## src/hdl/ring_settings.svh

```systemverilog
`ifndef RING_SETTINGS_SVH
`define RING_SETTINGS_SVH

// number of host stops on the ring
`define RING_HOSTS 2

// stop id of the system network interface
`define NIC_ID 62

// word address width, 2**8 = 256 words
`define MEM_AWIDTH 8

// reply queue entries, never fewer than RING_HOSTS
`define RESULT_DEPTH 4

`endif
```

## src/hdl/ring_pkg.sv

```systemverilog
package ring_pkg;

	// 6-bit ring stop id
	typedef logic [5:0] node_id_t;

	// packet kinds
	// a write is answered with RD_RESP carrying the written word
	typedef enum logic [1:0] {
		MSG     = 2'd0,
		RD_REQ  = 2'd1,
		WR_REQ  = 2'd2,
		RD_RESP = 2'd3
	} pkt_kind_e;

	// one ring slot, 64 bits
	typedef struct packed {
		logic      valid;
		pkt_kind_e kind;
		node_id_t  dst;
		node_id_t  src;
		// word address, memory uses the low bits only
		logic [15:0] adr;
		logic [31:0] dat;
		// pads to 64
		logic      spare;
	} packet_t;

endpackage

```

## src/hdl/nic_result.sv

```systemverilog
`timescale 1ns/1ps
`include "ring_settings.svh"

module nic_result import ring_pkg::*; (
	input  logic        clk100,
	input  logic        arst_n_i,
	input  logic        hdr_valid_i,
	input  packet_t     hdr_i,
	input  logic [31:0] rdat_i,
	input  logic        stop_busy_i,
	output logic        inject_o,
	output packet_t     inject_pkt_o
);

	localparam int DEPTH = `RESULT_DEPTH;
	localparam int AW    = (DEPTH > 1) ? $clog2(DEPTH) : 1;

	// --------------------------------------------------
	// reply queue
	// --------------------------------------------------

	packet_t       q [DEPTH];
	packet_t       merged;
	logic [AW-1:0] wr_ptr;
	logic [AW-1:0] rd_ptr;
	logic [AW:0]   count;

	// header plus read data
	always_comb begin
		merged     = hdr_i;
		merged.dat = rdat_i;
	end

	// head goes out while the stop buffer is free
	// busy rises next cycle, so one packet per strobe
	assign inject_o     = (count != '0) && !stop_busy_i;
	assign inject_pkt_o = q[rd_ptr];

	always_ff @(posedge clk100 or negedge arst_n_i) begin
		if (!arst_n_i) begin
			wr_ptr <= '0;
			rd_ptr <= '0;
			count  <= '0;
		end else begin
			if (hdr_valid_i)
				wr_ptr <= (wr_ptr == AW'(DEPTH - 1)) ? '0 : wr_ptr + 1'b1;
			if (inject_o)
				rd_ptr <= (rd_ptr == AW'(DEPTH - 1)) ? '0 : rd_ptr + 1'b1;
			// push and pop together leave count alone
			if (hdr_valid_i && !inject_o)
				count <= count + 1'b1;
			else if (!hdr_valid_i && inject_o)
				count <= count - 1'b1;
		end
	end

	// queue storage, no reset
	always_ff @(posedge clk100) begin
		if (hdr_valid_i)
			q[wr_ptr] <= merged;
	end

	// ack into a full queue loses a reply
	a_overflow: assert property (
		@(posedge clk100) disable iff (!arst_n_i)
		hdr_valid_i |-> (count < DEPTH) || inject_o
	);

endmodule

```

## config.mk

```make
export PLATFORM = sky130hd
export DESIGN_NAME = nic_result
export DESIGN_NICKNAME = d
export VERILOG_FILES = /design/src/hdl/ring_pkg.sv /design/src/hdl/nic_result.sv
export VERILOG_INCLUDE_DIRS = /design/src /design/src/hdl
export SDC_FILE = /design/constraint.sdc
export NUM_CORES = 1
export LEC_CHECK = 0
export CAP_MARGIN = 20
export CORE_UTILIZATION = 24
export CTS_CLUSTER_DIAMETER = 200
export DETAILED_ROUTE_END_ITERATION = 16
export DONT_BUFFER_PORTS = 1
export GPL_TIMING_DRIVEN = 0
export PLACE_DENSITY = 0.49
export SYNTH_ARGS = -nofsm -noshare
export SYNTH_HDL_FRONTEND = slang
export SYNTH_SLANG_ARGS = --single-unit
```

## constraint.sdc

```tcl
create_clock -name clk100 -period 2.5 [get_ports clk100]
set_input_delay 0.375 -clock clk100 [delete_from_list [all_inputs] [get_ports clk100]]
set_output_delay 0.375 -clock clk100 [all_outputs]
set_load 0.02 [all_outputs]
```

==> impl_metrics.csv <==
group,metric,value,unit
synth,synthDistinctLibCells,18,
cts,cts-root-to-sink-buffers,3,
drt,final_antenna_net_count,0,
finish,post_route_cells_drive_above_1_share,26.42,%
power_and_ir_drop,net_switching_share_of_the_total_power,31.20,%
drt,post_drt_wl_per_cell,19.10,um
finish,final_cells,1017,
power_and_ir_drop,power.sequential.fraction,41.8,%
sta,finalCritPeriodShare,94.13,%
sta,worst_slew_margin_rel,54.82,%
cts,clock_tree.htree_level_count,1,
setup_path,critical_path.max_fanout,10,
synth,yosys.area.top_type_share,79.73,%
global_route,grt_first_pass_wirelength,28850,um
floorplan,dieArea,40980,um2
global_route,globalRouteTotalUtil,9.606,%
floorplan,die_height,202.4,um
placed_design,port_buffers,0,
synth,ys_seq_elements,263,
synth,top_ff_cell_synth,"sky130_fd_sc_hd__edfxtp_1",
floorplan,initial_cell_density_of_the_core,24.32,%
finish,fin_nets,578,
drt,post_drt_via_cell_ratio,4.046,
floorplan,floorplan.rows,73,
cts,cts.sink_count,263,
global_route,groute.layer.met2.usage,16.98,%
synth,simple_gate_portion_of_the_synthesized_area,0.5450,%
power_and_ir_drop,clkPwrFrac,29.0,%
synth,synth_sequential_area_ratio,81.55,%
sta,final.min_clock_period,2.353,ns
cts,clock_slew_at_reported_path_ffs,0.06,ns
placed_design,dp_cells,900,
drt,drtIter0Drc,183,
floorplan,design.portCount,165,
synth,total_nets_after_synthesis,478,
global_route,grt_start_max_net_pins,42,
synth,synth_area_leader_cell,"sky130_fd_sc_hd__edfxtp_1",
cts,clock_insertion_delay_worst_skew,0.55,ns
sta,worstMarginPinSlew,0.6752,ns
global_route,antenna_found_initial,0,
placed_design,final_weighted_congestion_of_routability_driven_global_placement,0.6619,
sta,fin_skew,0.01087,ns
global_route,overflow,0,
synth,postSynth.asyncResetShare,2.662,%
power_and_ir_drop,powerDensity,1163,nW/um2
drt,detailedRoute.firstPassIterationCount,6,
synth,synth-edff-count,256,
sta,setup_slack,0.1467,ns
cts,tritoncts.num_buffers,28,
power_and_ir_drop,vdd_drop_max,0.7258,mV
power_and_ir_drop,p_int,0.009626,W
finish,n_diodes,0,
synth,postSynthAreaPerCell,25.99,um2
setup_path,critical_path.startpoint_type,"flip-flop",
placed_design,pre_cts_ws,0.2754,ns
drt,route.detailed.drc,0,
global_route,global_route.peak_usage_layer,"met2",
setup_path,crit_required,2.12,ns
synth,top_post_synthesis_cells_by_area,"sky130_fd_sc_hd__edfxtp_1 (80%), sky130_fd_sc_hd__mux4_2 (15%), sky130_fd_sc_hd__dfrtp_1 (1.8%)",
floorplan,floorplan.die.width,202.4,um
synth,post_synth_instance_area,9642,um2
synth,main_combinational_cell_family_by_area_after_synthesis,"multiplexers",
drt,drt_wl_total,19420,um
power_and_ir_drop,p_leak,3.799,nW
synth,synth_compound_gate_area_share,0.1038,%
setup_path,worstSetupEndpointType,"output port",
sta,max_freq,424.9,MHz
cts,cts_tree,"built",
finish,register_area,7864,um2
setup_path,worst_ep_arrival_time,1.98,ns
setup_path,criticalPathCategory,"flip-flop to output port",
synth,synth_mux_area_share,15.30,%
sta,hold_viol,0,
outcome,status,"completed",
power_and_ir_drop,pwr-share-comb,29.2,%
global_route,grtUsageMet3,2.725,%
power_and_ir_drop,switching_power,0.004366,W
sta,timing.final.setup_violations,0,
sta,rsz0062_at_grt,"false",
cts,post_cts_buffers,0,
synth,synth-adder-area-share,0.9862,%
sta,drv_slew,0,
placed_design,detailedPlacementHpwl,12050,um
synth,syn_inst,371,
flow_run,cap_viol_max_count,0,
finish,multi_input_comb_area,1669,um2
finish,final.fill_count,3834,
global_route,groute.layer.met1.usage,10.85,%
synth,synth_xor_area_share,0.2725,%
finish,layout.core_utilization,30.35,%
worst_hold_path,hold_path_class,"input port to flip-flop",
global_route,first_global_vias,4641,
synth,yosys_warnings,0,
finish,area_delta_synth_final,24.76,%
drt,num_vias,4115,
cts,clock-root-buffer,"sky130_fd_sc_hd__clkbuf_16",
floorplan,coreArea,39640,um2
-- final timing paths --
kind / start / to / slack [ns] / depth (start not counted)
max in group asynchronous: arst_n_i / rd_ptr[0] / 2.05 / 1
min: hdr_valid_i / count[0] / 0.15 / 2
min in group asynchronous: arst_n_i / wr_ptr[0] / 0.17 / 1
min reg2reg: count[2] / count[2] / 0.49 / 1
max: rd_ptr[0] / inject_pkt_o[32] / 0.15 / 3
max reg2reg: count[0] / count[1] / 0.28 / 7
-- sequential cells by signal, summed over array words and instances (netlist names) --
name,count
wr_ptr,2
rd_ptr,2
count,3
q,256
-- critical path, cell delays in order (launching register included) --
cell,delay [ns]
sky130_fd_sc_hd__dfrtp_2,0.41
sky130_fd_sc_hd__buf_12,0.18
sky130_fd_sc_hd__buf_8,0.19
sky130_fd_sc_hd__mux4_2,0.64
-- layer usage --
| metal | up-vias | share of wire, % | wire (um) |
|---|---|---|---|
| met5 | - | 0 | 0 |
| met4 | 0 | 2.9 | 567 |
| met3 | 38 | 6.5 | 1267 |
| met2 | 121 | 52 | 10060 |
| met1 | 2164 | 39 | 7529 |
| li1 | 1792 | - | - |
-- cells in the final DEF (no fill, tap or decap) --
| cell type | netlist | layout |
|---|---|---|
| sky130_fd_sc_hd__inv_8 | 0 | 1 |
| sky130_fd_sc_hd__clkinv_4 | 0 | 1 |
| sky130_fd_sc_hd__buf_4 | 2 | 7 |
| sky130_fd_sc_hd__bufinv_16 | 0 | 3 |
| sky130_fd_sc_hd__mux4_2 | 64 | 64 |
| sky130_fd_sc_hd__nor2_1 | 4 | 4 |
| sky130_fd_sc_hd__and2_4 | 0 | 4 |
| sky130_fd_sc_hd__nor3_1 | 1 | 1 |
| sky130_fd_sc_hd__clkbuf_1 | 1 | 6 |
| sky130_fd_sc_hd__mux2_2 | 3 | 3 |
| sky130_fd_sc_hd__clkinv_1 | 0 | 5 |
| sky130_fd_sc_hd__buf_2 | 6 | 1 |
| sky130_fd_sc_hd__buf_12 | 0 | 1 |
| sky130_fd_sc_hd__nand2_1 | 2 | 2 |
| sky130_fd_sc_hd__dlygate4sd3_1 | 0 | 66 |
| sky130_fd_sc_hd__ha_1 | 6 | 6 |
| sky130_fd_sc_hd__o21ai_0 | 2 | 2 |
| sky130_fd_sc_hd__inv_1 | 4 | 4 |
| sky130_fd_sc_hd__clkinvlp_4 | 0 | 3 |
| sky130_fd_sc_hd__dfrtp_2 | 0 | 1 |
| sky130_fd_sc_hd__inv_6 | 0 | 1 |
| sky130_fd_sc_hd__xnor2_1 | 1 | 1 |
| sky130_fd_sc_hd__buf_8 | 0 | 2 |
| sky130_fd_sc_hd__clkinv_2 | 0 | 3 |
| sky130_fd_sc_hd__buf_6 | 5 | 2 |
| sky130_fd_sc_hd__dfrtp_1 | 7 | 6 |
| sky130_fd_sc_hd__fa_1 | 1 | 1 |
| sky130_fd_sc_hd__buf_16 | 0 | 4 |
| sky130_fd_sc_hd__xor2_1 | 2 | 2 |
| sky130_fd_sc_hd__edfxtp_1 | 256 | 256 |
| sky130_fd_sc_hd__clkbuf_16 | 0 | 29 |
-- final cells by class --
class | count | share of cell area, %
Buffer | 14 | 1.113
Clock buffer | 34 | 6.189
Clock inverter | 17 | 1.456
Inverter | 4 | 0.1248
Multi-Input combinational cell | 90 | 13.88
Sequential cell | 263 | 65.37
Tap cell | 525 | 5.461
Timing Repair Buffer | 70 | 6.407
-- cells in the mapped netlist (3+ instances only) --
| cell type | number |
|---|---|
| sky130_fd_sc_hd__ha_1 | 6 |
| sky130_fd_sc_hd__buf_6 | 5 |
| sky130_fd_sc_hd__nor2_1 | 4 |
| sky130_fd_sc_hd__and2_1 | 4 |
| sky130_fd_sc_hd__dfrtp_1 | 7 |
| sky130_fd_sc_hd__mux4_2 | 64 |
| sky130_fd_sc_hd__edfxtp_1 | 256 |
| sky130_fd_sc_hd__buf_2 | 6 |
| sky130_fd_sc_hd__mux2_2 | 3 |
| sky130_fd_sc_hd__inv_1 | 4 |
-- metrics by stage --
step | hold slack, ns | power, W | setup TNS, ns | cell area, um2
floorplan | 0.07941 | 0.008929 | 0 | 9646
global placement | 0.07978 | 0.009841 | -106.13 | 10300
detailed placement | 0.07980 | 0.01001 | 0 | 10420
CTS | 0.1060 | 0.01434 | 0 | 12030
global route | 0.1297 | 0.01466 | 0 | 12030
finish | 0.1543 | 0.01399 | 0 | 12030
-- power by group through the flow --
| stage | Combinational, W | Clock, W | Sequential [W] |
|---|---|---|---|
| after detailed placement | 0.00406 | 0 | 0.00594 |
| after global routing | 0.00440 | 0.00435 | 0.00591 |
| final | 0.00409 | 0.00406 | 0.00584 |
| after global placement | 0.00390 | 0 | 0.00594 |
| after CTS | 0.00426 | 0.00422 | 0.00586 |
| after floorplan | 0.00305 | 0 | 0.00588 |
-- what timing repair did --
item	4_1_cts	5_1_grt
gates resized for setup	10	0
hold buffers	66	0
endpoints found under the setup margin	49	0
hold endpoints to repair	265	0
-- kinds of logic after synthesis --
logic type | Yosys count
AND/OR/NAND/NOR | 11
XOR/XNOR | 3
AO/OA/AOI/OAI | 2
multiplexers | 67
flip-flops | 263
buffers and inverters | 18
adder cells (fa/ha/maj) | 7
No activity file was read; power rests on OpenSTA's default activity.
