### src/hdl/ring_settings.svh
`ifndef RING_SETTINGS_SVH
`define RING_SETTINGS_SVH

// number of host stops on the ring
`define RING_HOSTS 2

// stop id of the system network interface
`define NIC_ID 62

// word address width, 2**8 = 256 words
`define MEM_AWIDTH 8

// reply queue entries, never fewer than RING_HOSTS
`define RESULT_DEPTH 4

`endif
### src/hdl/ring_pkg.sv
package ring_pkg;

	// 6-bit ring stop id
	typedef logic [5:0] node_id_t;

	// packet kinds
	// a write is answered with RD_RESP carrying the written word
	typedef enum logic [1:0] {
		MSG     = 2'd0,
		RD_REQ  = 2'd1,
		WR_REQ  = 2'd2,
		RD_RESP = 2'd3
	} pkt_kind_e;

	// one ring slot, 64 bits
	typedef struct packed {
		logic      valid;
		pkt_kind_e kind;
		node_id_t  dst;
		node_id_t  src;
		// word address, memory uses the low bits only
		logic [15:0] adr;
		logic [31:0] dat;
		// pads to 64
		logic      spare;
	} packet_t;

endpackage

### src/hdl/nic_bus_if.sv
`timescale 1ns/1ps
`include "ring_settings.svh"

// local word bus between decode and execute
// one cycle of cyc per request, ack follows in the next cycle
interface nic_bus_if;
	logic                   cyc;
	logic                   we;
	logic [`MEM_AWIDTH-1:0] adr;
	logic [31:0]            wdat;
	// read data, valid together with ack
	logic [31:0]            rdat;
	logic                   ack;

	// request side
	modport master (
		output cyc, we, adr, wdat,
		input  rdat, ack
	);

	// memory side
	modport slave (
		input  cyc, we, adr, wdat,
		output rdat, ack
	);
endinterface

### src/hdl/nic_decode.sv
`timescale 1ns/1ps
`include "ring_settings.svh"

module nic_decode import ring_pkg::*; (
	input  logic      clk100,
	input  logic      arst_n_i,
	input  logic      take_i,
	input  packet_t   take_pkt_i,
	nic_bus_if.master bus,
	output logic      hdr_valid_o,
	output packet_t   hdr_o
);

	logic    req_in;
	logic    issue;
	logic    pend_valid;
	packet_t pend_pkt;
	packet_t issue_pkt;

	// only requests start a bus cycle
	assign req_in = take_i && (take_pkt_i.kind == RD_REQ || take_pkt_i.kind == WR_REQ);
	// one idle cycle between cycles
	// a second request waits in pend
	assign issue     = !bus.cyc && (pend_valid || req_in);
	assign issue_pkt = pend_valid ? pend_pkt : take_pkt_i;

	// reply header is ready with the ack
	assign hdr_valid_o = bus.ack;

	always_ff @(posedge clk100 or negedge arst_n_i) begin
		if (!arst_n_i) begin
			bus.cyc    <= 1'b0;
			pend_valid <= 1'b0;
		end else begin
			bus.cyc <= issue;
			if (req_in && (bus.cyc || pend_valid))
				pend_valid <= 1'b1;
			else if (issue)
				pend_valid <= 1'b0;
		end
	end

	// request fields and reply header
	always_ff @(posedge clk100) begin
		if (req_in && (bus.cyc || pend_valid))
			pend_pkt <= take_pkt_i;
		if (issue) begin
			bus.we   <= (issue_pkt.kind == WR_REQ);
			bus.adr  <= issue_pkt.adr[`MEM_AWIDTH-1:0];
			bus.wdat <= issue_pkt.dat;
			// reply goes back to the sender
			hdr_o <= '{valid: 1'b1, kind: RD_RESP, dst: issue_pkt.src,
				src: node_id_t'(`NIC_ID), adr: issue_pkt.adr, dat: '0, spare: 1'b0};
		end
	end

	// msg packets have no business at the system stop
	a_no_msg: assert property (
		@(posedge clk100) disable iff (!arst_n_i)
		take_i |-> take_pkt_i.kind != MSG
	);

	// a third request in flight would overwrite pend
	a_pend_overflow: assert property (
		@(posedge clk100) disable iff (!arst_n_i)
		req_in |-> !(bus.cyc && pend_valid)
	);

endmodule

### src/flat_wrapper.sv
// flat-port wrapper written by rule: the top's interface ports become plain ports
module nic_decode_flat import ring_pkg::*;
  (clk100, arst_n_i, take_i, take_pkt_i, hdr_valid_o, hdr_o, bus_cyc, bus_we, bus_adr, bus_wdat, bus_rdat, bus_ack);
  nic_bus_if bus_i ();
  input  logic clk100;
  input  logic arst_n_i;
  input  logic take_i;
  input  packet_t take_pkt_i;
  output logic hdr_valid_o;
  output packet_t hdr_o;
  output wire logic [$bits(bus_i.cyc)-1:0] bus_cyc;
  output wire logic [$bits(bus_i.we)-1:0] bus_we;
  output wire logic [$bits(bus_i.adr)-1:0] bus_adr;
  output wire logic [$bits(bus_i.wdat)-1:0] bus_wdat;
  input wire logic [$bits(bus_i.rdat)-1:0] bus_rdat;
  input wire logic [$bits(bus_i.ack)-1:0] bus_ack;
  assign bus_cyc = bus_i.cyc;
  assign bus_we = bus_i.we;
  assign bus_adr = bus_i.adr;
  assign bus_wdat = bus_i.wdat;
  assign bus_i.rdat = bus_rdat;
  assign bus_i.ack = bus_ack;
  nic_decode u_core (.clk100(clk100), .arst_n_i(arst_n_i), .take_i(take_i), .take_pkt_i(take_pkt_i), .bus(bus_i), .hdr_valid_o(hdr_valid_o), .hdr_o(hdr_o));
endmodule
### config.mk
export PLATFORM = sky130hd
export DESIGN_NAME = nic_decode_flat
export DESIGN_NICKNAME = d
export VERILOG_FILES = /design/src/hdl/ring_pkg.sv /design/src/hdl/nic_bus_if.sv /design/src/hdl/nic_decode.sv /design/src/flat_wrapper.sv
export VERILOG_INCLUDE_DIRS = /design/src /design/src/hdl
export SDC_FILE = /design/constraint.sdc
export NUM_CORES = 1
export LEC_CHECK = 0
export ABC_AREA = 1
export BUFFER_PORTS_ARGS = -buffer_cell sky130_fd_sc_hd__buf_2
export CORE_ASPECT_RATIO = 0.5
export CORE_MARGIN = 2
export CORE_UTILIZATION = 45
export CTS_CLUSTER_SIZE = 10
export DETAILED_ROUTE_END_ITERATION = 8
export MAX_ROUTING_LAYER = met4
export PLACE_DENSITY = 0.77
export SYNTH_ARGS = -nofsm -noshare
export SYNTH_HDL_FRONTEND = slang
export SYNTH_SLANG_ARGS = --single-unit
### constraint.sdc
create_clock -name clk100 -period 9.4 [get_ports clk100]
set_input_delay 0.47 -clock clk100 [delete_from_list [all_inputs] [get_ports clk100]]
set_output_delay 0.47 -clock clk100 [all_outputs]
set_load 0.02 [all_outputs]
==> metrics, run 1 <==
outcome=finished clean; share of cells above drive strength 1=32.04%; Filler cells=750; max-capacitance violation count=0; hold_buf cts=1; Critical-path top delay cell=dfrtp_2; routed via count=2741; Seq/Total Area, Yosys=74.97%; crit path cell chain=buf_4, inv_2, a21oi_4, buf_4; skew final=0.008959 ns; worst hold-check path type=input pin to flip-flop; Critical Path AT=2.81 ns; # DRC=0; Mapped Cells=354; Core Area=9603 sq um; hold_sp=take_pkt_i[52]; CTS Buf Count=17; finished layout cell area=5610 sq um; syn_area_per_cell=12.75 sq um; max-slew violations=0; flip-flop and latch count after synthesis=113; DRT iter0 DRCs=111; crit path from=u_core.pend_valid; root buf cell=clkbuf_16; total track usage=16.32%; die width=145.6 um; CP required=9.44 ns; most numerous cell on the critical path=buf_4; overall power=1.492 mW; Layout area overhead=24.31%; RSZ-0062 raised after global routing=false; Slew Limit Headroom=45.45%; vias in the first global route=2685; PnR worst setup slack=6.634 ns; post-CTS setup buffer count=0; vias per cell=4.386; largest net degree at the start of global routing=56; Post-DP HPWL=5.356 mm; CP Capture Type=flip-flop; Final Critical Period=2.766 ns; Slew @ Worst Pin=0.8164 ns; placed inst area=5037 sq um; Max clock buf depth=2; Routability Congestion=0.7967; fmax=361.5 MHz; Final ANT Viol Nets=0; Hold Slack=0.2616 ns; global route total overflow=0; area of the die=10890 sq um; Die H=74.82 um; CTS resizes=0; R2R Path Start=u_core.pend_valid; H-tree depth=4; Sink Count=113; worst skew pair latency=0.40 ns; Power Density=266.0 nW/um^2; maximum vdd drop=0.0001454 V; Mapped Area=4513 sq um; antenna violations before repair=0; Initial Util=47.00%; Routed WL=8.323 mm; Buffers on Ports=122; first-pass GRT wire length=12.77 mm; n_diodes=0; Final setup viols=0; IO Count=207; leakage power=2.477 nW; Final Hold Viols=0; drt pass-1 iters=4; Worst setup SP type=flip-flop; WL/cell=13.32 um; Setup CP Type=flip-flop to flip-flop; Yosys cell types=12; # rows=25; crit path max fanout=34; max incr delay on CP=0.69 ns; CTS tree=yes; Post-layout nets=577; Setup Total Neg Slack=0 ns; Final Cycle Share=29.42%; Worst-path clk slew=0.05 ns; Syn. warnings=0; pre-CTS setup slack=6.600 ns
## layer usage
metal	GRT usage, %	wire, um	vias to the layer above
met3	6.061	514	16
met1	17.82	3476	1282
met5	-	0	-
met4	8.170	168	0
met2	27.22	4163	109
li1	-	-	1334
## sequential cells by signal, summed over array words and instances (netlist names)
name and count:
u_core.bus.we 1, u_core.pend_valid 1, u_core.pend_pkt 56, u_core.hdr_o 22, u_core.bus.cyc 1, u_core.bus.wdat 32
## cells in the final DEF (no fill, tap or decap)
| master | netlist | routed |
|---|---|---|
| clkbuf_16 | 0 | 17 |
| nand3_1 | 2 | 2 |
| inv_2 | 1 | 1 |
| conb_1 | 2 | 42 |
| nor2_4 | 0 | 1 |
| nand2_1 | 166 | 166 |
| clkinv_2 | 0 | 4 |
| dfrtp_2 | 0 | 1 |
| dfrtp_1 | 2 | 1 |
| buf_2 | 7 | 122 |
| inv_1 | 2 | 2 |
| edfxtp_1 | 111 | 111 |
| bufinv_16 | 0 | 1 |
| a21oi_4 | 0 | 1 |
| nor2_1 | 2 | 1 |
| clkbuf_1 | 0 | 5 |
| o21ai_0 | 2 | 2 |
| clkbuf_8 | 0 | 5 |
| dlygate4sd3_1 | 0 | 1 |
| buf_4 | 56 | 4 |
## where the power goes
group | switching (mW) | leakage (nW) | internal (mW)
Sequential | 0.0222 | 1.06 | 0.641
Combinational | 0.174 | 1.14 | 0.0617
Clock | 0.198 | 0.281 | 0.396
Total | 0.394 | 2.48 | 1.10
## synth_stat cells
library cell	instances	area (sq um)
nand3_1	2	10.01
edfxtp_1	111	3333
nand2_1	166	623.1
inv_1	2	7.510
dfrtp_1	2	50.05
conb_1	2	7.510
inv_2	1	3.750
a21oi_1	1	5.000
buf_4	56	420.4
o21ai_0	2	10.01
buf_2	7	35.03
nor2_1	2	7.510
## cell type report
type | count | area [sq um] | share of cell area, %
sequential | 113 | 3385 | 60.33
tap | 135 | 168.9 | 3.011
clock inverter | 5 | 50.05 | 0.8921
timing repair buffer | 127 | 650.6 | 11.60
inverter | 3 | 11.26 | 0.2007
multi-input combinational | 215 | 832.0 | 14.83
clock buffer | 27 | 513.0 | 9.144
## cell families after synthesis
group,synth area share [%]
DFF,74.97
buffers and inverters,10.34
other,0.1664
AOI/OAI and AO/OA,0.3326
and+or+nand+nor,14.19
## metrics by stage
stage / std cells / util (%)
6_report: 625 / 58.42
5_1_grt: 625 / 58.42
4_1_cts: 625 / 58.42
3_5_place_dp: 592 / 52.46
3_3_place_gp: 592 / 52.46
2_1_floorplan: 394 / -
## critical path: cells and delay by family, from the launching register on
family | cells | cell delay (ns)
buffers and inverters | 3 | 1.03
AO/OA/AOI/OAI | 1 | 0.64
flip-flops | 1 | 0.69
## worst paths after layout
path                                             to  slack, ns  cells after the start
worst max-delay path               u_core.hdr_o[43]       6.63                      4
worst max register to register     u_core.hdr_o[43]       6.63                      4
min in group asynchronous         u_core.pend_valid       0.41                      2
max in group asynchronous         u_core.pend_valid       8.89                      2
worst min-delay path            u_core.pend_pkt[52]       0.26                      1
worst min register to register     u_core.hdr_o[39]       0.51                      2
(Power assumes the default switching activity.)
==> run 2, diff against run 1 <==
clock period = 2.8 ns   (was 9.4 ns; I/O delays follow)
==> run 2 against run 1 <==
  * Clock power grew to 3.3 times the previous value
  * Critical path depth up 3
  * Core utilization grew 5.9 points
  * Total power increased to 3.4 times the previous value
  * Combinational power rose to 3.8 times the previous value
  * Clock-buffer cell count shrank 2
  * Largest cell class unchanged
  * Die area stayed put
  * Final area grew 10%
  * Sequential power grew to 3.3 times the previous value
  * Critical path type is now input pin to flip-flop
==> metrics, run 2 (synthesis gave the netlist of run 1 again) <==
outcome=finished clean; Setup Total Neg Slack=0 ns; CP Capture Point=u_core.pend_pkt[32]; first-pass GRT wire length=14.38 mm; Comb power frac=17.4%; # rows=25; worst skew pair latency=0.40 ns; crit path from=take_pkt_i[62]; Core Area=9603 sq um; Layout area overhead=36.87%; worst reg2reg path endpoint=u_core.bus.we; Hold Slack=0.03681 ns; overall power=5.082 mW; Net Switching=1.367 mW; # DRC=0; Routed WL=9.503 mm; Final setup viols=0; Worst setup SP type=input pin; Routability Congestion=0.7574; vias in the first global route=3004; die width=145.6 um; Filler cells=689; DRT iter0 DRCs=208; fmax=607.0 MHz; Reg2Reg Setup Slack=1.20 ns; R2R Path Start=u_core.pend_valid; Max clock buf depth=2; placed inst area=5052 sq um; Power Density=822.8 nW/um^2; most common cell after layout, fill and taps aside=nand2_1; Final Cycle Share=58.84%; total track usage=18.42%; Int Pwr=3.715 mW; CP Capture Type=flip-flop; Top Registers=u_core.pend_pkt (56), u_core.bus.wdat (32), u_core.hdr_o (22); Setup CP Type=input pin to flip-flop; max reg flops=56; Cell Count, Final, Fillers Out=683; Die H=74.82 um; worst hold-check path type=input pin to async pin; share of cells above drive strength 1=29.01%; skew final=0.01154 ns; largest net degree at the start of global routing=56; max-capacitance violation count=0; placed cells=594; leakage power=2.719 nW; n_diodes=0; Final ANT Viol Nets=0; path depth of the worst reg2reg path=4; CTS Buf Count=17; routed via count=3037; Final Hold Viols=0; Sink Count=113; global route total overflow=0; Switching Fraction=26.90%; most frequent cells in the layout=nand2_1, buf_2, edfxtp_1; Post-DP HPWL=5.216 mm; maximum vdd drop=0.0004700 V; root buf cell=clkbuf_16; area of the die=10890 sq um; Critical Path AT=1.69 ns; Worst-path clk slew=0.05 ns; antenna violations before repair=0; max-slew violations=0; CTS tree=yes; CTS resizes=0; Reg with most FFs=u_core.pend_pkt; vias per cell=4.447; Buffers on Ports=122; Slew @ Worst Pin=0.5923 ns; Initial Util=47.00%; RSZ-0062 raised after global routing=false; WL/cell=13.91 um; Reg power frac=43.6%; Final Critical Period=1.647 ns; CP required=2.84 ns; clock share of power=39.0%; Post-layout nets=635; IO Count=207; Slew Limit Headroom=60.51%; H-tree depth=4; drt pass-1 iters=4; finished layout cell area=6177 sq um; crit path max fanout=32
==> run 2: cell types whose count changed in the layout (fill, tap and decap cells not counted) <==
cell           before  now
clkinv_2            4    5
clkinv_1            0    1
clkbuf_1            5    4
clkbuf_8            5    4
buf_4               4    6
dlygate4sd3_1       1   57
==> run 2: worst min path at each step <==
stage	startpoint	end	slack, ns	cells after the start
2_1_floorplan	arst_n_i	u_core.bus.cyc	-0.16	0
3_3_place_gp	arst_n_i	u_core.bus.cyc	-0.07	1
3_5_place_dp	arst_n_i	u_core.bus.cyc	-0.07	1
4_1_cts	arst_n_i	u_core.pend_valid	0.06	2
5_1_grt	arst_n_i	u_core.pend_valid	0.04	2
6_report	arst_n_i	u_core.pend_valid	0.04	2
==> run 2: worst max-delay path, stage by stage <==
cell	delay [ns]
dlygate4sd3_1	0.52
buf_2	0.14
inv_1	0.05
nand2_1	0.06
nand3_1	0.20
nor2_4	0.17
buf_4	0.40
==> run 2: timing repair <==
item                      4_1_cts  5_1_grt
hold buffers                   57        0
hold endpoints to repair       61        0
setup buffers                   0        0
==> run 2: through the flow <==
stage,utilization (%),worst slack (ns)
6_report,64.33,1.153
5_1_grt,64.33,1.059
4_1_cts,64.33,1.189
3_5_place_dp,52.61,1.262
3_3_place_gp,52.61,1.302
2_1_floorplan,-,0.2770
==> run 2: cell type report <==
cell class                      count  area, sq um  share of cell area [%]
Sequential cell                   113         3385                   54.79
Timing Repair Buffer              185         1226                   19.85
Multi-Input combinational cell    215        832.0                   13.47
Clock buffer                       25        495.5                   8.021
Tap cell                          135        168.9                   2.734
Clock inverter                      7        58.81                  0.9520
Inverter                            3        11.26                  0.1823
==> run 2: power groups by stage <==
stage               Combinational (mW)  Sequential, mW  Clock [mW]
CTS                              0.879            2.21        2.01
finish                           0.883            2.22        1.98
global placement                 0.796            2.24           0
floorplan                        0.428            2.43           0
detailed placement               0.811            2.24           0
global route                     0.960            2.24        2.08
==> run 2: layer usage <==
layer / share of wire [%] / wire length (um) / GRT usage (%)
met2: 52 / 4967 / 32.75
met3: 6.7 / 636 / 6.182
met5: 0 / 0 / -
met4: 2.8 / 267 / 8.279
met1: 38 / 3632 / 19.34
