`src/hdl/ring_pkg.sv`:
```
package ring_pkg;

	// 6-bit ring stop id
	typedef logic [5:0] node_id_t;

	// packet kinds
	// a write is answered with RD_RESP carrying the written word
	typedef enum logic [1:0] {
		MSG     = 2'd0,
		RD_REQ  = 2'd1,
		WR_REQ  = 2'd2,
		RD_RESP = 2'd3
	} pkt_kind_e;

	// one ring slot, 64 bits
	typedef struct packed {
		logic      valid;
		pkt_kind_e kind;
		node_id_t  dst;
		node_id_t  src;
		// word address, memory uses the low bits only
		logic [15:0] adr;
		logic [31:0] dat;
		// pads to 64
		logic      spare;
	} packet_t;

endpackage

```
`src/hdl/ring_stop.sv`:
```
`timescale 1ns/1ps

module ring_stop import ring_pkg::*; #(
	parameter node_id_t NODE_ID = 6'd1
) (
	input  logic    clk100,
	input  logic    arst_n_i,
	// ring in from the previous stop, ring out to the next
	input  packet_t ring_i,
	output packet_t ring_o,
	// local injection
	input  logic    inject_i,
	input  packet_t inject_pkt_i,
	output logic    busy_o,
	// local delivery
	output logic    take_o,
	output packet_t take_pkt_o
);

	// --------------------------------------------------
	// slot decode
	// --------------------------------------------------

	logic    taken;
	logic    slot_free;
	logic    inj_valid;
	packet_t inj_pkt;

	// packet addressed to this stop
	assign taken = ring_i.valid && (ring_i.dst == NODE_ID);
	// empty slot, or one emptied by the take
	assign slot_free = !ring_i.valid || taken;

	// buffer full means busy
	assign busy_o = inj_valid;

	// --------------------------------------------------
	// ring register and control
	// --------------------------------------------------

	always_ff @(posedge clk100 or negedge arst_n_i) begin
		if (!arst_n_i) begin
			ring_o    <= '0;
			take_o    <= 1'b0;
			inj_valid <= 1'b0;
		end else begin
			take_o <= taken;
			// buffered packet claims a free slot
			if (slot_free && inj_valid)
				ring_o <= inj_pkt;
			else if (taken)
				ring_o <= '0;
			else
				ring_o <= ring_i;
			// drain first, a new strobe refills
			if (slot_free && inj_valid)
				inj_valid <= 1'b0;
			if (inject_i)
				inj_valid <= 1'b1;
		end
	end

	// payload, no reset
	always_ff @(posedge clk100) begin
		if (inject_i)
			inj_pkt <= inject_pkt_i;
		if (taken)
			take_pkt_o <= ring_i;
	end

	// --------------------------------------------------
	// checks
	// --------------------------------------------------

	// the local user must wait for busy low
	a_inject_busy: assert property (
		@(posedge clk100) disable iff (!arst_n_i)
		inject_i |-> !busy_o
	);

endmodule

```
`config.mk`:
```
export PLATFORM = sky130hd
export DESIGN_NAME = ring_stop
export DESIGN_NICKNAME = d
export VERILOG_FILES = /design/src/hdl/ring_pkg.sv /design/src/hdl/ring_stop.sv
export SDC_FILE = /design/constraint.sdc
export NUM_CORES = 1
export LEC_CHECK = 0
export ABC_CLOCK_PERIOD_IN_PS = 2600
export CAP_MARGIN = 20
export CORE_AREA = 5 5 127 129
export CTS_BUF_LIST = sky130_fd_sc_hd__clkbuf_4 sky130_fd_sc_hd__clkbuf_8
export DETAILED_ROUTE_END_ITERATION = 6
export DIE_AREA = 0 0 132 134
export DONT_BUFFER_PORTS = 1
export SETUP_SLACK_MARGIN = 0.15
export SYNTH_ARGS = -nofsm -noshare
export SYNTH_HDL_FRONTEND = slang
export SYNTH_SLANG_ARGS = --single-unit
```
`constraint.sdc`:
```
create_clock -name clk100 -period 2.6 [get_ports clk100]
set_input_delay 0.78 -clock clk100 [delete_from_list [all_inputs] [get_ports clk100]]
set_output_delay 0.78 -clock clk100 [all_outputs]
set_load 0.02 [all_outputs]
```
==> flow_metrics.py, run 1 <==
metrics = {
    "power_and_ir_drop": {
        "p_per_area_nw_per_um2": 753,
        "power.leakage_nw": 3.07,
        "p_seq_frac": 0.633,
        "p_sw_mw": 1.39,
        "power_frac_comb": 0.053,
        "p_int_mw": 4.52,
        "p_sw_frac": 0.235,
        "vdd_drop_max_v": 0.000392,
        "p_clk_frac": 0.314,
    },
    "detailed_routing": {
        "wl_per_cell_um": 26.2,
        "finalWirelength_um": 16400,
        "viasPerCell": 6.12,
        "ant_nets": 0,
        "drc_errors": 0,
        "dr_total_vias": 3828,
        "firstDrtPassIters": 4,
        "drtIter0Drc": 260,
    },
    "worst_setup_path": {
        "startpoint_type": "input port",
        "worstSetupPathType": "in2reg",
        "reg2reg_depth": 4,
        "crit_cells": 4,
        "rrSetupSlack_ns": 0.81,
        "slowest_delay_ns": 0.53,
        "end_kind": "flip-flop",
        "path_cells": "nor4_4 -> a21boi_4 -> buf_4 -> a221o_1",
        "path_delay_family": "compound AO/OA/AOI/OAI gates",
        "cp.arrival_ns": 2.24,
        "crit_slowest_cell": "nor4_4",
        "cp.buffers_inverters": 1,
        "critPathMaxFanout": 24,
        "worstPathRequired_ns": 2.93,
    },
    "synth": {
        "synth-seq-area-share": 0.763,
        "netlist_area_um2": 7210,
        "synth_top_cell_by_area": "edfxtp_1",
        "synth.top_cell.area_share": 0.533,
        "synth_nets": 553,
        "synth-seq-cells": 194,
        "postSynthAreaPerCell_um2": 17.1,
        "synth_cell_types": 19,
        "synthTopCellsByArea": "edfxtp_1 (53%), dfrtp_1 (23%), mux2i_1 (8.8%)",
        "yosys_warnings": 0,
        "syn_inst": 422,
    },
    "sta": {
        "tns_ns": 0,
        "clock_skew_ns": 0.00990,
        "min_period_over_period": 0.736,
        "finalSetupViolations": 0,
        "hold_viol": 0,
        "final_max_slew_viol_count": 0,
        "fmax_mhz": 523,
        "final.min_clock_period_ns": 1.91,
        "hold_slack_ns": 0.218,
        "rsz0062_at_grt": "false",
        "relSlewSlack": 0.414,
        "worstMarginPinSlew_ns": 0.877,
    },
    "global_route": {
        "antenna_found_initial": 3,
        "grt_pass1_vias": 3944,
        "grt_use_total": 0.185,
        "grt.overflow.total": 0,
        "grt_max_degree": 67,
        "grt_pass1_wl_um": 24700,
    },
    "die": {
        "fp.dieH_um": 134,
        "dieArea_um2": 17700,
        "io_pins": 261,
        "die_w_um": 132,
        "initial_core_util": 0.483,
        "core_area_um2": 14900,
        "std_cell_rows": 45,
    },
    "outcome": {
        "status": "finished, final reports clean",
    },
    "finish": {
        "nets": 553,
        "stdcell_count": 625,
        "fillers": 1161,
        "stdcell_area_um2": 7840,
        "area_growth_pct": 8.84,
        "regArea_um2": 5500,
        "multi_input_area_um2": 1580,
        "utilization": 0.526,
        "layout-drive-gt1-share": 0.108,
    },
    "place": {
        "dpl_cell_area_um2": 7430,
        "dp_hpwl_um": 10500,
        "gp_congestion": 0.761,
        "place_inst": 590,
        "portBuffers": 0,
    },
    "clock_tree": {
        "clock_path_buffers": 2,
        "cts_tree": "yes",
        "cts.repair.resized": 0,
        "h-tree-depth": 4,
        "cts_sinks": 194,
        "ctsRootBufferMaster": "clkbuf_8",
        "clkSlewWorstSetupHoldPaths_ns": 0.09,
        "cts_made_buffers": 17,
        "clk_latency_ns": 0.45,
    },
    "worst_hold_path": {
        "hp-class": "in2async",
    },
    "run": {
        "maxCapViolations": 0,
    },
}
sequential cells by signal, summed over array words and instances, names as in the netlist:
name        count
take_o          1
ring_o         64
inj_pkt        64
busy_o          1
take_pkt_o     64
worst paths after layout:
path / from / end
setup reg to reg: busy_o / ring_o[9]
setup / recovery: ring_i[60] / ring_o[29]
max in group asynchronous: arst_n_i / busy_o
min in group clk100: inject_pkt_i[24] / inj_pkt[24]
hold / removal: arst_n_i / ring_o[44]
hold reg to reg: inj_pkt[63] / ring_o[63]
logic make-up after synthesis:
group	share of synthesized area
DFF	0.763
and+or+nand+nor	0.0436
muxes	0.0891
AOI/OAI and AO/OA	0.0840
buffers and inverters	0.0207
layer usage:
layer	vias up	GRT usage	part of all wire	routed length (µm)
li1	1643	-	-	-
met1	1957	0.218	0.37	6000
met2	193	0.302	0.52	8550
met3	31	0.0750	0.085	1390
met4	4	0.0800	0.026	426
met5	-	0	0.0021	35
per-stage QoR:
stage / setup WS, ns / power [mW]
CTS: 0.647 / 5.99
global placement: 0.229 / 4.08
floorplan: 0.270 / 4.02
detailed placement: 0.184 / 4.10
finish: 0.686 / 5.90
global route: 0.626 / 6.17
synth_stat cells:
library cell	number
nand4_1	5
a21o_1	2
inv_1	1
buf_4	5
mux2_2	1
edfxtp_1	128
a41oi_1	1
nor4_4	1
mux2i_1	63
buf_6	1
nor2_1	57
clkbuf_1	15
a21boi_2	1
buf_2	8
dfrtp_1	66
a221o_1	57
nor2b_1	2
nand2_1	6
and3_1	2
final cells by class:
| class | instances | area share |
|---|---|---|
| Sequential cell | 194 | 0.701 |
| Multi-Input combinational cell | 198 | 0.201 |
| Clock buffer | 23 | 0.0380 |
| Tap cell | 188 | 0.0300 |
| Timing Repair Buffer | 10 | 0.0185 |
| Clock inverter | 9 | 0.0104 |
| Antenna cell | 2 | 0.000638 |
| Inverter | 1 | 0.000479 |
cells in the final DEF, fill, tap and decap left out, drive strengths merged, types with 5 or more instances in the layout:
cell type	count
a221o	57
buf	10
clkbuf	23
clkinv	6
dfrtp	66
edfxtp	128
mux2i	63
nand2	6
nand4	5
nor2	57
what timing repair did:
item / in CTS / in global routing
hold buffers: 1 / 0
buffers inserted: 0 / 0
endpoints found under the hold margin: 66 / 0
power by group through the flow:
| stage | combinational [mW] | clock, mW | sequential [mW] |
|---|---|---|---|
| final | 0.310 | 1.86 | 3.74 |
| after global routing | 0.346 | 2.06 | 3.76 |
| after CTS | 0.316 | 1.93 | 3.74 |
| after detailed placement | 0.287 | 0 | 3.81 |
| after global placement | 0.273 | 0 | 3.81 |
| after floorplan | 0.261 | 0 | 3.76 |
No activity file was read; power rests on OpenSTA's default activity.
==> run 2, diff against run 1 <==
--- a/config.mk
+++ b/config.mk
@@ -5,12 +5,13 @@
 export SDC_FILE = /design/constraint.sdc
 export NUM_CORES = 1
 export LEC_CHECK = 0
-export ABC_CLOCK_PERIOD_IN_PS = 2600
+export ABC_AREA = 1
+export ABC_CLOCK_PERIOD_IN_PS = 1970
 export CAP_MARGIN = 20
-export CORE_AREA = 5 5 127 129
+export CORE_AREA = 5 5 125 127
 export CTS_BUF_LIST = sky130_fd_sc_hd__clkbuf_4 sky130_fd_sc_hd__clkbuf_8
 export DETAILED_ROUTE_END_ITERATION = 6
-export DIE_AREA = 0 0 132 134
+export DIE_AREA = 0 0 130 132
 export DONT_BUFFER_PORTS = 1
 export SETUP_SLACK_MARGIN = 0.15
 export SYNTH_ARGS = -nofsm -noshare
==> constraint.sdc (replaced) <==
create_clock -name clk100 -period 1.97 [get_ports clk100]
set_input_delay 0.591 -clock clk100 [delete_from_list [all_inputs] [get_ports clk100]]
set_output_delay 0.591 -clock clk100 [all_outputs]
set_load 0.02 [all_outputs]
==> flow_metrics.py, run 2 <==
metrics = {
    "outcome": {
        "status": "finished with violations",
        "failed_checks": "negative hold slack",
    },
    "synth": {
        "synthFlopType": "edfxtp_1",
        "synth.top_cell.area_share": 0.545,
        "synth_top_cell_by_area": "edfxtp_1",
        "synth_cell_types": 14,
        "synth-xor-area-share": 0,
        "synth_compound_area_frac": 0.00124,
        "synthAdderAreaFrac": 0,
        "synthTopCellsByArea": "edfxtp_1 (54%), dfrtp_1 (23%), nand2_1 (6.9%)",
        "synth_top_family_by_area": "simple AND/OR/NAND/NOR gates",
        "synth.most_common_cell": "nand2_1",
        "netlist_area_um2": 7060,
        "synth-seq-cells": 194,
        "postSynthAreaPerCell_um2": 13.2,
        "ys_top_cells_by_count": "nand2_1 (129), edfxtp_1 (128), dfrtp_1 (66)",
        "synth_enable_flop_cells": 128,
        "synth_nets": 667,
        "async_flop_share": 0.340,
        "synth-seq-area-share": 0.779,
        "yosys_warnings": 0,
        "syn_inst": 536,
        "synth-simple-area-share": 0.150,
        "synth_mux_area_frac": 0,
    },
    "sta": {
        "rsz0062_at_grt": "false",
        "final_max_slew_viol_count": 0,
        "min_period_over_period": 0.790,
        "tns_ns": 0,
        "finalSetupViolations": 0,
        "fmax_mhz": 643,
        "worstMarginPinSlew_ns": 0.463,
        "final.min_clock_period_ns": 1.56,
        "clock_skew_ns": 0.00709,
        "hold_viol": 66,
        "relSlewSlack": 0.691,
        "worst_slack_ns": 0.414,
        "hold_slack_ns": -0.167,
    },
    "worst_setup_path": {
        "crit_cells": 0,
        "cp.arrival_ns": 0.97,
        "worstReg2RegEnd": "ring_o[58]",
        "startpoint_type": "flip-flop",
        "worstPathRequired_ns": 1.38,
        "crit_path_end": "take_pkt_o[3]",
        "critPathMaxFanout": 1,
        "r2r-start": "busy_o",
        "reg2reg_depth": 3,
        "worstSetupPathType": "reg2out",
        "rrSetupSlack_ns": 0.64,
        "end_kind": "primary output",
        "worstSetupStartpoint": "take_pkt_o[3]",
    },
    "finish": {
        "area_growth_pct": 6.35,
        "reg_top3": "inj_pkt (64), ring_o (64), take_pkt_o (64)",
        "layout-drive-gt1-share": 0.0853,
        "nets": 669,
        "n_antenna_cell": 0,
        "final_cell_mix": "nand2_1 (128), edfxtp_1 (128), dfrtp_1 (65), nand3_1 (63), nor2_1 (61)",
    },
    "detailed_routing": {
        "ant_nets": 0,
        "drtIter0Drc": 260,
        "viasPerCell": 4.88,
        "drc_errors": 0,
        "firstDrtPassIters": 4,
        "dr_total_vias": 3585,
        "finalWirelength_um": 14400,
        "wl_per_cell_um": 19.6,
    },
    "die": {
        "io_pins": 261,
        "dieArea_um2": 17200,
        "fp.dieH_um": 132,
        "die_w_um": 130,
        "std_cell_rows": 44,
        "core_area_um2": 14300,
        "initial_core_util": 0.493,
    },
    "clock_tree": {
        "cts_tree": "yes",
        "cts_sinks": 194,
        "clock_path_buffers": 2,
        "h-tree-depth": 4,
        "cts.repair.resized": 0,
        "clkSlewWorstSetupHoldPaths_ns": 0.09,
        "clk_latency_ns": 0.44,
        "cts_made_buffers": 17,
        "ctsRootBufferMaster": "clkbuf_8",
    },
    "global_route": {
        "grt_max_degree": 67,
        "grt_use_total": 0.167,
        "antenna_found_initial": 0,
        "grt_pass1_vias": 3514,
        "grt_pass1_wl_um": 21400,
        "grt.overflow.total": 0,
    },
    "power_and_ir_drop": {
        "vdd_drop_max_v": 0.000522,
        "p_per_area_nw_per_um2": 1010,
        "power.leakage_nw": 3.22,
    },
    "run": {
        "maxCapViolations": 0,
    },
    "place": {
        "dp_hpwl_um": 10400,
        "preCtsSetupSlack_ns": 0.267,
        "gp_congestion": 0.764,
        "portBuffers": 0,
    },
    "worst_hold_path": {
        "hp-class": "in2async",
    },
}
## run 2: cell types whose count changed after synthesis, sizes merged, moves of 2 or more
cell	change
a21o	-2
a221o	-57
and3	-2
buf	+5
clkbuf	-8
inv	+58
mux2i	-63
nand2	+124
nand3	+64
nand4	-5
nor2	+5
nor2b	-2
## run 2: where the power goes
| group | leakage, nW | switching, mW | internal, mW |
|---|---|---|---|
| clock | 0.197 | 1.32 | 1.07 |
| sequential | 1.99 | 0.289 | 4.61 |
| combinational | 1.04 | 0.193 | 0.116 |
## run 2: worst min-delay path by stage
stage	cells after the start	slack [ns]	end	from
floorplan	0	0.30	busy_o	arst_n_i
global placement	0	0.30	ring_o[61]	arst_n_i
detailed placement	0	0.30	ring_o[54]	arst_n_i
CTS	0	-0.21	ring_o[20]	arst_n_i
global route	0	-0.22	ring_o[7]	arst_n_i
finish	0	-0.17	ring_o[54]	arst_n_i
## run 2: cell type report
type                    count  area [µm²]
fillers                  1249        6810
flip-flops and latches    194        5500
multi-input cells         257        1070
clock buffers              19         262
well taps                 184         230
inverters                  59         221
repair buffers              9         118
clock inverters            13         110
## run 2: what timing repair did
item                                    CTS  global route
endpoints found under the hold margin    66            66
endpoints found under the setup margin    0             0
buffers inserted                          0             0
## run 2: through the flow
step | area, µm² | hold WS, ns | instances | total power [mW] | utilization
3_3_place_gp | 7130 | 0.297 | 703 | 5.29 | 0.498
6_report | 7500 | -0.167 | 735 | 7.60 | 0.524
2_1_floorplan | 7060 | 0.295 | 536 | 5.23 | -
3_5_place_dp | 7130 | 0.297 | 703 | 5.30 | 0.498
4_1_cts | 7500 | -0.212 | 735 | 7.68 | 0.524
5_1_grt | 7500 | -0.220 | 735 | 7.92 | 0.524
## run 2: layer usage
| metal | GRT usage | vias up | routed length, µm | part of all wire |
|---|---|---|---|---|
| li1 | - | 1740 | - | - |
| met1 | 0.197 | 1684 | 5550 | 0.38 |
| met2 | 0.272 | 149 | 7350 | 0.51 |
| met3 | 0.0770 | 12 | 1350 | 0.093 |
| met4 | 0.0554 | 0 | 187 | 0.013 |
| met5 | 0 | - | 0 | 0 |
## run 2: cell families after synthesis
family                 Yosys count
and+or+nand+nor                256
buffers and inverters           85
AOI/OAI and AO/OA                1
DFF                            194
